--- config.mk ---
export PLATFORM = sky130hd
export DESIGN_NAME = slink_ctrl_top
export DESIGN_NICKNAME = d
export VERILOG_FILES = /design/src/slink_apb_pkg.sv /design/src/slink_ctrl_pkg.sv /design/src/slink_apb_decode.sv /design/src/slink_ctrl_regs.sv /design/src/slink_ctrl_top.sv /design/src/slink_link_req.sv
export VERILOG_INCLUDE_DIRS = /design/src
export SDC_FILE = /design/constraint.sdc
export NUM_CORES = 1
export LEC_CHECK = 0
export BUFFER_PORTS_ARGS = -buffer_cell sky130_fd_sc_hd__buf_2
export CAP_MARGIN = 20
export CELL_PAD_IN_SITES_DETAIL_PLACEMENT = 1
export CELL_PAD_IN_SITES_GLOBAL_PLACEMENT = 2
export CORE_AREA = 2 2 113 60
export CTS_CLUSTER_SIZE = 14
export DETAILED_ROUTE_END_ITERATION = 16
export DIE_AREA = 0 0 115 62
export PLACE_DENSITY_LB_ADDON = 0.25
export SYNTH_ARGS = -nofsm -noshare
export SYNTH_HDL_FRONTEND = slang
export SYNTH_SLANG_ARGS = --single-unit
--- constraint.sdc ---
create_clock -name apb_clk -period 3.8 [get_ports apb_clk]
set_clock_uncertainty 0.1 [all_clocks]
set_input_delay 0.57 -clock apb_clk [delete_from_list [all_inputs] [get_ports apb_clk]]
set_output_delay 0.57 -clock apb_clk [all_outputs]
set_load 0.05 [all_outputs]
--- src/slink_macros.svh ---
`ifndef SLINK_MACROS_SVH
`define SLINK_MACROS_SVH

// Bus widths
`define SLINK_APB_ADDR_W        9
`define SLINK_REG_ADDR_W        8
`define SLINK_DATA_W            32
`define SLINK_REGION_BIT        8

`define SLINK_NUM_IRQ           6
`define SLINK_SYNC_STAGES       2

// ---------------------------------------------------------------------------
// Control register offsets
// ---------------------------------------------------------------------------
`define SLINK_REG_MAIN          8'h00
`define SLINK_REG_STATUS        8'h04
`define SLINK_REG_INT_EN        8'h08
`define SLINK_REG_PSTATE        8'h0C

// Status and interrupt enable bit positions
`define SLINK_IRQ_ECC_CORRUPTED 0
`define SLINK_IRQ_ECC_CORRECTED 1
`define SLINK_IRQ_CRC_CORRUPTED 2
`define SLINK_IRQ_RESET_SEEN    3
`define SLINK_IRQ_WAKE_SEEN     4
`define SLINK_IRQ_IN_PSTATE     5

`endif

--- src/slink_apb_pkg.sv ---
`include "slink_macros.svh"

package slink_apb_pkg;

  // Full bus address, including the region bit
  typedef logic [`SLINK_APB_ADDR_W-1:0] apb_addr_t;

  // Offset inside one region
  typedef logic [`SLINK_REG_ADDR_W-1:0] reg_addr_t;

  typedef logic [`SLINK_DATA_W-1:0]     apb_data_t;

  // Request towards one region, strobes already qualified
  typedef struct packed {
    logic      psel;
    logic      penable;
    logic      pwrite;
    reg_addr_t paddr;
    apb_data_t pwdata;
  } apb_req_t;

  typedef struct packed {
    apb_data_t prdata;
    logic      pready;
    logic      pslverr;
  } apb_rsp_t;

endpackage

--- src/slink_ctrl_pkg.sv ---
`include "slink_macros.svh"

package slink_ctrl_pkg;

  // One bit per status / interrupt source
  typedef logic [`SLINK_NUM_IRQ-1:0] irq_vec_t;

  // ---------------------------------------------------------------------------
  // Event sources feeding the status register
  // ---------------------------------------------------------------------------
  typedef struct packed {
    logic ecc_corrupted;
    logic ecc_corrected;
    logic crc_corrupted;
    logic in_reset_state;
    logic in_px_state;
    logic wake_seen;
  } link_events_t;

  // ---------------------------------------------------------------------------
  // Software request levels from the PSTATE register
  // ---------------------------------------------------------------------------
  typedef struct packed {
    logic p1_enter;
    logic p2_enter;
    logic p3_enter;
    logic link_reset;
    logic link_wake;
  } sw_link_ctrl_t;

endpackage

--- src/slink_apb_decode.sv ---
`timescale 1ns/10ps
`include "slink_macros.svh"

module slink_apb_decode (
  input  slink_apb_pkg::apb_addr_t apb_paddr,
  input  logic                     apb_psel,
  input  logic                     apb_penable,
  input  logic                     apb_pwrite,
  input  slink_apb_pkg::apb_data_t apb_pwdata,
  input  slink_apb_pkg::apb_rsp_t  ctrl_rsp,
  output slink_apb_pkg::apb_req_t  ctrl_req,
  output slink_apb_pkg::apb_data_t apb_prdata,
  output logic                     apb_pready,
  output logic                     apb_pslverr
);

  logic                    bist_region;
  slink_apb_pkg::apb_rsp_t bist_rsp;
  slink_apb_pkg::apb_rsp_t sel_rsp;

  // Bit 8 low is the control block, high is BIST
  assign bist_region = apb_paddr[`SLINK_REGION_BIT];

  assign ctrl_req.psel    = apb_psel && !bist_region;
  assign ctrl_req.penable = apb_penable && !bist_region;
  assign ctrl_req.pwrite  = apb_pwrite && !bist_region;
  assign ctrl_req.paddr   = apb_paddr[`SLINK_REG_ADDR_W-1:0];
  assign ctrl_req.pwdata  = apb_pwdata;

  // No BIST behind this region, so every access errors
  assign bist_rsp.prdata  = '0;
  assign bist_rsp.pready  = 1'b1;
  assign bist_rsp.pslverr = apb_psel && apb_penable;

  assign sel_rsp = bist_region ? bist_rsp : ctrl_rsp;

  assign apb_prdata  = sel_rsp.prdata;
  assign apb_pready  = sel_rsp.pready;
  assign apb_pslverr = sel_rsp.pslverr;

endmodule

--- src/slink_ctrl_regs.sv ---
`timescale 1ns/10ps
`include "slink_macros.svh"

module slink_ctrl_regs (
  input  logic                          apb_clk,
  input  logic                          rst_n,
  input  slink_apb_pkg::apb_req_t       req,
  input  slink_ctrl_pkg::link_events_t  events,
  input  logic                          por_reset,
  input  logic                          slink_enable,
  output slink_apb_pkg::apb_rsp_t       rsp,
  output slink_ctrl_pkg::sw_link_ctrl_t sw_ctrl,
  output logic                          main_reset,
  output logic                          link_enable,
  output logic                          interrupt
);

  logic                          swreset_q;
  logic                          enable_q;
  slink_ctrl_pkg::irq_vec_t      status_q;
  slink_ctrl_pkg::irq_vec_t      int_en_q;
  slink_ctrl_pkg::sw_link_ctrl_t pstate_q;

  slink_ctrl_pkg::irq_vec_t      irq_set;
  slink_ctrl_pkg::irq_vec_t      w1c_clr;
  slink_apb_pkg::apb_data_t      rdata;
  logic                          wr_en;
  logic                          addr_hit;

  assign wr_en = req.psel && req.penable && req.pwrite;

  // ---------------------------------------------------------------------------
  // Status sources and W1C
  // ---------------------------------------------------------------------------
  always_comb begin
    irq_set = '0;
    irq_set[`SLINK_IRQ_ECC_CORRUPTED] = events.ecc_corrupted;
    irq_set[`SLINK_IRQ_ECC_CORRECTED] = events.ecc_corrected;
    irq_set[`SLINK_IRQ_CRC_CORRUPTED] = events.crc_corrupted;
    irq_set[`SLINK_IRQ_RESET_SEEN]    = events.in_reset_state;
    irq_set[`SLINK_IRQ_WAKE_SEEN]     = events.wake_seen;
    irq_set[`SLINK_IRQ_IN_PSTATE]     = events.in_px_state;
  end

  assign w1c_clr = (wr_en && req.paddr == `SLINK_REG_STATUS) ?
                   req.pwdata[`SLINK_NUM_IRQ-1:0] : '0;

  // ---------------------------------------------------------------------------
  // Register file
  // ---------------------------------------------------------------------------
  always_ff @(posedge apb_clk or negedge rst_n) begin
    if (!rst_n) begin
      swreset_q <= 1'b0;
      enable_q  <= 1'b0;
      status_q  <= '0;
      int_en_q  <= '0;
      pstate_q  <= '0;
    end else begin
      // A source held high wins over a clear
      status_q <= (status_q & ~w1c_clr) | irq_set;
      if (wr_en) begin
        case (req.paddr)
          `SLINK_REG_MAIN: begin
            swreset_q <= req.pwdata[0];
            enable_q  <= req.pwdata[1];
          end
          `SLINK_REG_INT_EN: begin
            int_en_q <= req.pwdata[`SLINK_NUM_IRQ-1:0];
          end
          `SLINK_REG_PSTATE: begin
            pstate_q.p1_enter   <= req.pwdata[0];
            pstate_q.p2_enter   <= req.pwdata[1];
            pstate_q.p3_enter   <= req.pwdata[2];
            pstate_q.link_reset <= req.pwdata[3];
            pstate_q.link_wake  <= req.pwdata[4];
          end
          default: begin
          end
        endcase
      end
    end
  end

  // ---------------------------------------------------------------------------
  // Read mux
  // ---------------------------------------------------------------------------
  always_comb begin
    rdata    = '0;
    addr_hit = 1'b1;
    case (req.paddr)
      `SLINK_REG_MAIN: begin
        rdata[0] = swreset_q;
        rdata[1] = enable_q;
      end
      `SLINK_REG_STATUS: begin
        rdata[`SLINK_NUM_IRQ-1:0] = status_q;
      end
      `SLINK_REG_INT_EN: begin
        rdata[`SLINK_NUM_IRQ-1:0] = int_en_q;
      end
      `SLINK_REG_PSTATE: begin
        rdata[0] = pstate_q.p1_enter;
        rdata[1] = pstate_q.p2_enter;
        rdata[2] = pstate_q.p3_enter;
        rdata[3] = pstate_q.link_reset;
        rdata[4] = pstate_q.link_wake;
      end
      default: begin
        addr_hit = 1'b0;
      end
    endcase
  end

  assign rsp.prdata  = rdata;
  assign rsp.pready  = 1'b1;
  assign rsp.pslverr = req.psel && req.penable && !addr_hit;

  // Outputs
  assign sw_ctrl     = pstate_q;
  assign main_reset  = por_reset || swreset_q;
  assign link_enable = slink_enable || enable_q;
  assign interrupt   = |(status_q & int_en_q);

endmodule

--- src/slink_ctrl_top.sv ---
`timescale 1ns/10ps

module slink_ctrl_top (
  input  logic                     apb_clk,
  input  logic                     rst_n,
  input  slink_apb_pkg::apb_addr_t apb_paddr,
  input  logic                     apb_pwrite,
  input  logic                     apb_psel,
  input  logic                     apb_penable,
  input  slink_apb_pkg::apb_data_t apb_pwdata,
  output slink_apb_pkg::apb_data_t apb_prdata,
  output logic                     apb_pready,
  output logic                     apb_pslverr,
  input  logic                     por_reset,
  input  logic                     slink_enable,
  input  logic                     ecc_corrupted,
  input  logic                     ecc_corrected,
  input  logic                     crc_corrupted,
  input  logic                     in_reset_state,
  input  logic                     in_px_state,
  input  logic                     tx_sop,
  input  logic                     p1_req,
  input  logic                     p2_req,
  input  logic                     p3_req,
  input  logic                     slink_gpio_wake_n,
  input  logic                     slink_gpio_reset_n,
  output logic                     main_reset,
  output logic                     link_enable,
  output logic                     interrupt,
  output logic                     link_p1_req,
  output logic                     link_p2_req,
  output logic                     link_p3_req,
  output logic                     link_active_req,
  output logic                     link_reset_req
);

  slink_apb_pkg::apb_req_t       ctrl_req;
  slink_apb_pkg::apb_rsp_t       ctrl_rsp;
  slink_ctrl_pkg::link_events_t  events;
  slink_ctrl_pkg::sw_link_ctrl_t sw_ctrl;
  logic                          wake_seen;

  assign events.ecc_corrupted  = ecc_corrupted;
  assign events.ecc_corrected  = ecc_corrected;
  assign events.crc_corrupted  = crc_corrupted;
  assign events.in_reset_state = in_reset_state;
  assign events.in_px_state    = in_px_state;
  assign events.wake_seen      = wake_seen;

  slink_apb_decode u_slink_apb_decode (
    .apb_paddr   ( apb_paddr   ),
    .apb_psel    ( apb_psel    ),
    .apb_penable ( apb_penable ),
    .apb_pwrite  ( apb_pwrite  ),
    .apb_pwdata  ( apb_pwdata  ),
    .ctrl_rsp    ( ctrl_rsp    ),
    .ctrl_req    ( ctrl_req    ),
    .apb_prdata  ( apb_prdata  ),
    .apb_pready  ( apb_pready  ),
    .apb_pslverr ( apb_pslverr ));

  slink_ctrl_regs u_slink_ctrl_regs (
    .apb_clk      ( apb_clk      ),
    .rst_n        ( rst_n        ),
    .req          ( ctrl_req     ),
    .events       ( events       ),
    .por_reset    ( por_reset    ),
    .slink_enable ( slink_enable ),
    .rsp          ( ctrl_rsp     ),
    .sw_ctrl      ( sw_ctrl      ),
    .main_reset   ( main_reset   ),
    .link_enable  ( link_enable  ),
    .interrupt    ( interrupt    ));

  slink_link_req u_slink_link_req (
    .apb_clk            ( apb_clk            ),
    .rst_n              ( rst_n              ),
    .sw_ctrl            ( sw_ctrl            ),
    .tx_sop             ( tx_sop             ),
    .p1_req             ( p1_req             ),
    .p2_req             ( p2_req             ),
    .p3_req             ( p3_req             ),
    .slink_gpio_wake_n  ( slink_gpio_wake_n  ),
    .slink_gpio_reset_n ( slink_gpio_reset_n ),
    .link_p1_req        ( link_p1_req        ),
    .link_p2_req        ( link_p2_req        ),
    .link_p3_req        ( link_p3_req        ),
    .link_active_req    ( link_active_req    ),
    .link_reset_req     ( link_reset_req     ),
    .wake_seen          ( wake_seen          ));

endmodule

--- src/slink_link_req.sv ---
`timescale 1ns/10ps
`include "slink_macros.svh"

module slink_link_req (
  input  logic                          apb_clk,
  input  logic                          rst_n,
  input  slink_ctrl_pkg::sw_link_ctrl_t sw_ctrl,
  input  logic                          tx_sop,
  input  logic                          p1_req,
  input  logic                          p2_req,
  input  logic                          p3_req,
  input  logic                          slink_gpio_wake_n,
  input  logic                          slink_gpio_reset_n,
  output logic                          link_p1_req,
  output logic                          link_p2_req,
  output logic                          link_p3_req,
  output logic                          link_active_req,
  output logic                          link_reset_req,
  output logic                          wake_seen
);

  // Index 0 is wake, index 1 is reset
  logic [1:0][`SLINK_SYNC_STAGES-1:0] sync_q;
  logic [1:0]                         pin_n;
  logic                               gpio_wake;
  logic                               gpio_reset;

  assign pin_n = {slink_gpio_reset_n, slink_gpio_wake_n};

  // ---------------------------------------------------------------------------
  // Sideband synchronizers, idle high
  // ---------------------------------------------------------------------------
  always_ff @(posedge apb_clk or negedge rst_n) begin
    if (!rst_n) begin
      sync_q <= '1;
    end else begin
      for (int i = 0; i < 2; i++) begin
        sync_q[i] <= {sync_q[i][`SLINK_SYNC_STAGES-2:0], pin_n[i]};
      end
    end
  end

  assign gpio_wake  = !sync_q[0][`SLINK_SYNC_STAGES-1];
  assign gpio_reset = !sync_q[1][`SLINK_SYNC_STAGES-1];

  // Request combining
  assign link_p1_req     = p1_req || sw_ctrl.p1_enter;
  assign link_p2_req     = p2_req || sw_ctrl.p2_enter;
  assign link_p3_req     = p3_req || sw_ctrl.p3_enter;
  assign link_active_req = tx_sop || gpio_wake || sw_ctrl.link_wake;
  assign link_reset_req  = gpio_reset || sw_ctrl.link_reset;

  assign wake_seen = gpio_wake;

endmodule

==> parameters.txt <==
Parameter                              Value

Outcome
  Result of the run ... complete, no violations

Global routing
  GRT Resource Usage Total ... 0.1200
  Vias in the first global route ... 1,093
  Antenna violations before repair ... 0
  First-pass GRT wire length ... 6320 um
  Maximum number of pins on one net before global-route repair ... 24
  Aggregate global routing overflow ... 0

Min path
  Hold/Removal Path Class ... in -> async

Synthesis
  Largest cells by area after synthesis ... dfrtp_1 (33%), buf_4 (14%), mux2_2 (8.6%)
  Number of enable-type register cells in the synthesized netlist ... 0
  Syn Std Cell Area ... between 1000 and 1500 sq um
  Number of register bits inferred by synthesis ... 23
  Portion of synthesized cell area occupied by the leading cell type ... 0.3307
  Fraction of the yosys area taken by sequential cells ... 0.4038
  Primary flip-flop cell chosen by synthesis mapping ... dfrtp_1
  Syn Area/Cell ... 10.89 sq um
  Most numerous cell in the Yosys netlist ... buf_4
  Most used standard cells in the synthesized netlist ... buf_4 (27), dfrtp_1 (19), mux2_2 (11)
  Cell taking the most area after synthesis ... dfrtp_1
  Synthesized instance count ... 132
  Share of synthesized flip-flops with an asynchronous set or reset ... 1.000
  Number of distinct library cells after synthesis ... 31
  Synth warnings ... 0

Critical path
  CP Data Arrival Time ... 2.51 ns
  Crit Path Class ... in -> out
  Data required, critical path ... 3.13 ns
  Critical Path Source Type ... input pin
  Top fanout value on the critical path ... 8
  Critical Path Sink Type ... output port
  Worst setup slack for register-to-register paths ... between 2 and 3 ns

Floorplanning
  Initial core utilization ... 0.2280
  Number of rows created at floorplan ... 21
  Die width ... 115 um
  Overall die area ... slightly above 7000 sq um
  Core Area ... between 6000 and 7000 sq um
  Die Span Y ... 62 um
  Number of ports placed on the die boundary ... 101

Clock tree
  Total of hold buffers inserted after clock tree synthesis ... 0
  Total number of H-tree levels ... 1
  Clock latency of the later-clocked register in the worst-skew pair ... about 0.25 ns
  Number of buffers inserted during clock tree synthesis ... 3
  Clock sink total ... 23
  Max clock buf depth ... 2
  CTS clk-pin slew, worst paths ... 0.06 ns
  Post-CTS setup buffers ... 0
  Number of gates given a new drive strength after cts ... 0
  Clock Tree Root ... clkbuf_16
  CTS tree ... yes

Route
  Uppermost metal layer occupied by signal nets ... met3
  Remaining antenna violation count ... 0
  Met3 wire len ... 278 um
  Met2 WL post-DR ... around 1800 um
  Remaining routing DRC violations ... 0
  Per-cell via count in the routed design ... about 4.2
  Via count of the routed design ... roughly 1,100
  Starting DRT DRC Count ... 24
  Detailed-route wire length on metal 1 ... 1961 um
  First-pass detailed-route iteration total ... 4
  Wire length after detailed routing ... 3994 um
  Routed WL per cell ... about 16 um

Timing
  Fraction of the cycle the final worst path needs ... 0.8379
  Setup TNS Final ... 0 ns
  Achievable Freq ... 0.3141 GHz
  Transition at the pin with the smallest max-transition slack ... ~0.56 ns
  Final hold violation count ... 0
  Slew Limit Headroom ... 0.6284
  Final setup fails ... 0
  Final critical delay including setup and external delays ... 3.184 ns
  Slew Viols, Final ... 0
  Unrepaired setup endpoints after global routing ... false

Cells and area
  Final instance area ... 1713 sq um
  Area growth from synthesis to layout ... 19.15%
  Number of non-filler instances in the completed layout ... 255
  Util after Layout ... 0.2716
  Nets ... 235
  Share of layout cells above drive strength 1 ... 0.4914
  Antenna Diode Count ... 0

Placed design
  Placer's final routability congestion estimate ... 0.7262
  Estimated wirelength of the detail-placed design ... 3060 um
  Dpl cell area ... between 1500 and 2000 sq um
  Post-placement cell count ... 251
  # port buffers ... 47

Pwr
  Post-route total power ... roughly 0.00061 W
  Maximum vdd drop ... 0.1873 mV
  Leakage component of the power ... 0.8377 nW
  Power density over the cells ... 358.2 nW/um^2

Flow run
  Count of max-cap constraint violations ... 0
power breakdown:
part / internal (W) / total [W] / switching [W] / leakage (nW)
sequential: 0.000250 / 0.000252 / 0.00000175 / 0.276
combinational: 0.0000271 / 0.000132 / 0.000105 / 0.521
clock: 0.000142 / 0.000230 / 0.0000884 / 0.0409
total: 0.000418 / 0.000614 / 0.000195 / 0.838
cells by family (layout without fill, tap and decap cells):
logic type | Yosys count | after routing | synth area share
flops | 23 | 23 | 0.4038
simple gates | 42 | 42 | 0.1897
buf+inv | 34 | 52 | 0.1653
compound gates | 13 | 13 | 0.06614
mux | 18 | 18 | 0.1697
other cells | 2 | 27 | 0.005224
area by class of cell:
cell class / instances / area [sq um]
clock buffer: 3 / 75.07
clock inverter: 1 / 5.005
fill: 740 / 4593
inverter: 1 / 3.754
multi-input combinational: 100 / 713.2
sequential: 23 / 580.6
tap: 80 / 100.1
timing repair buffer: 47 / 235.2
worst paths after layout:
check	depth (start not counted)	from	end
worst max-delay path	5	apb_paddr[1]	apb_prdata[1]
worst max register to register	1	u_slink_ctrl_regs.swreset_q$_DFFE_PN0P_	u_slink_ctrl_regs.swreset_q$_DFFE_PN0P_
max in group asynchronous	1	rst_n	u_slink_link_req.sync_q[2]$_DFF_PN1_
worst min-delay path	1	rst_n	u_slink_ctrl_regs.status_q[4]$_DFF_PN0_
worst min register to register	0	u_slink_link_req.sync_q[2]$_DFF_PN1_	u_slink_link_req.sync_q[3]$_DFF_PN1_
min in group apb_clk	0	u_slink_link_req.sync_q[2]$_DFF_PN1_	u_slink_link_req.sync_q[3]$_DFF_PN1_
critical path: stages:
cell,delay [ns]
buf_2,0.10
or4_1,0.71
or3_2,0.60
nor2b_1,0.23
buf_2,0.30
per-stage QoR:
stage	hold slack (ns)	setup slack [ns]
final	0.1988	0.6161
after global routing	0.2308	0.5212
after CTS	0.2122	0.6305
after detailed placement	0.2478	0.6373
after global placement	0.2463	0.6531
after floorplan	0.1744	0.6377
sequential cells by signal, summed over array words and instances (netlist names):
name,cells
u_slink_ctrl_regs.enable_q,1
u_slink_ctrl_regs.sw_ctrl,5
u_slink_ctrl_regs.status_q,6
u_slink_ctrl_regs.swreset_q,1
u_slink_ctrl_regs.int_en_q,6
u_slink_link_req.sync_q,4
routing by layer:
| layer | up-vias | GRT usage |
|---|---|---|
| met1 | 529 | 0.1812 |
| met3 | 0 | 0.04462 |
| met4 | 0 | 0.005164 |
| met5 | - | 0 |
| li1 | 503 | - |
| met2 | 34 | 0.1697 |
cells in the final DEF, fill, tap and decap left out:
master     netlist  final
nor4_1           2      2
nand4b_1         1      1
nor2_1           7      7
or2_2            6      6
clkbuf_16        0      3
dfstp_2          4      4
nand3_1          1      1
and3_1           1      1
nand3b_1         6      6
mux2_4           5      5
or4_4            1      1
or4_1            1      1
nand4_1          2      2
nand2b_1         1      1
o21ai_0          1      1
or3_2            1      1
buf_2            1     47
mux4_2           2      2
clkinv_2         0      1
nor2b_1          4      4
dfrtp_1         19     19
or4_2            5      5
mux2_2          11     11
nand2_1          2      2
and4b_1          1      1
conb_1           2     27
a21o_1           5      5
inv_1            1      1
a22oi_1          7      7
Power figures use the tool's default switching activity.
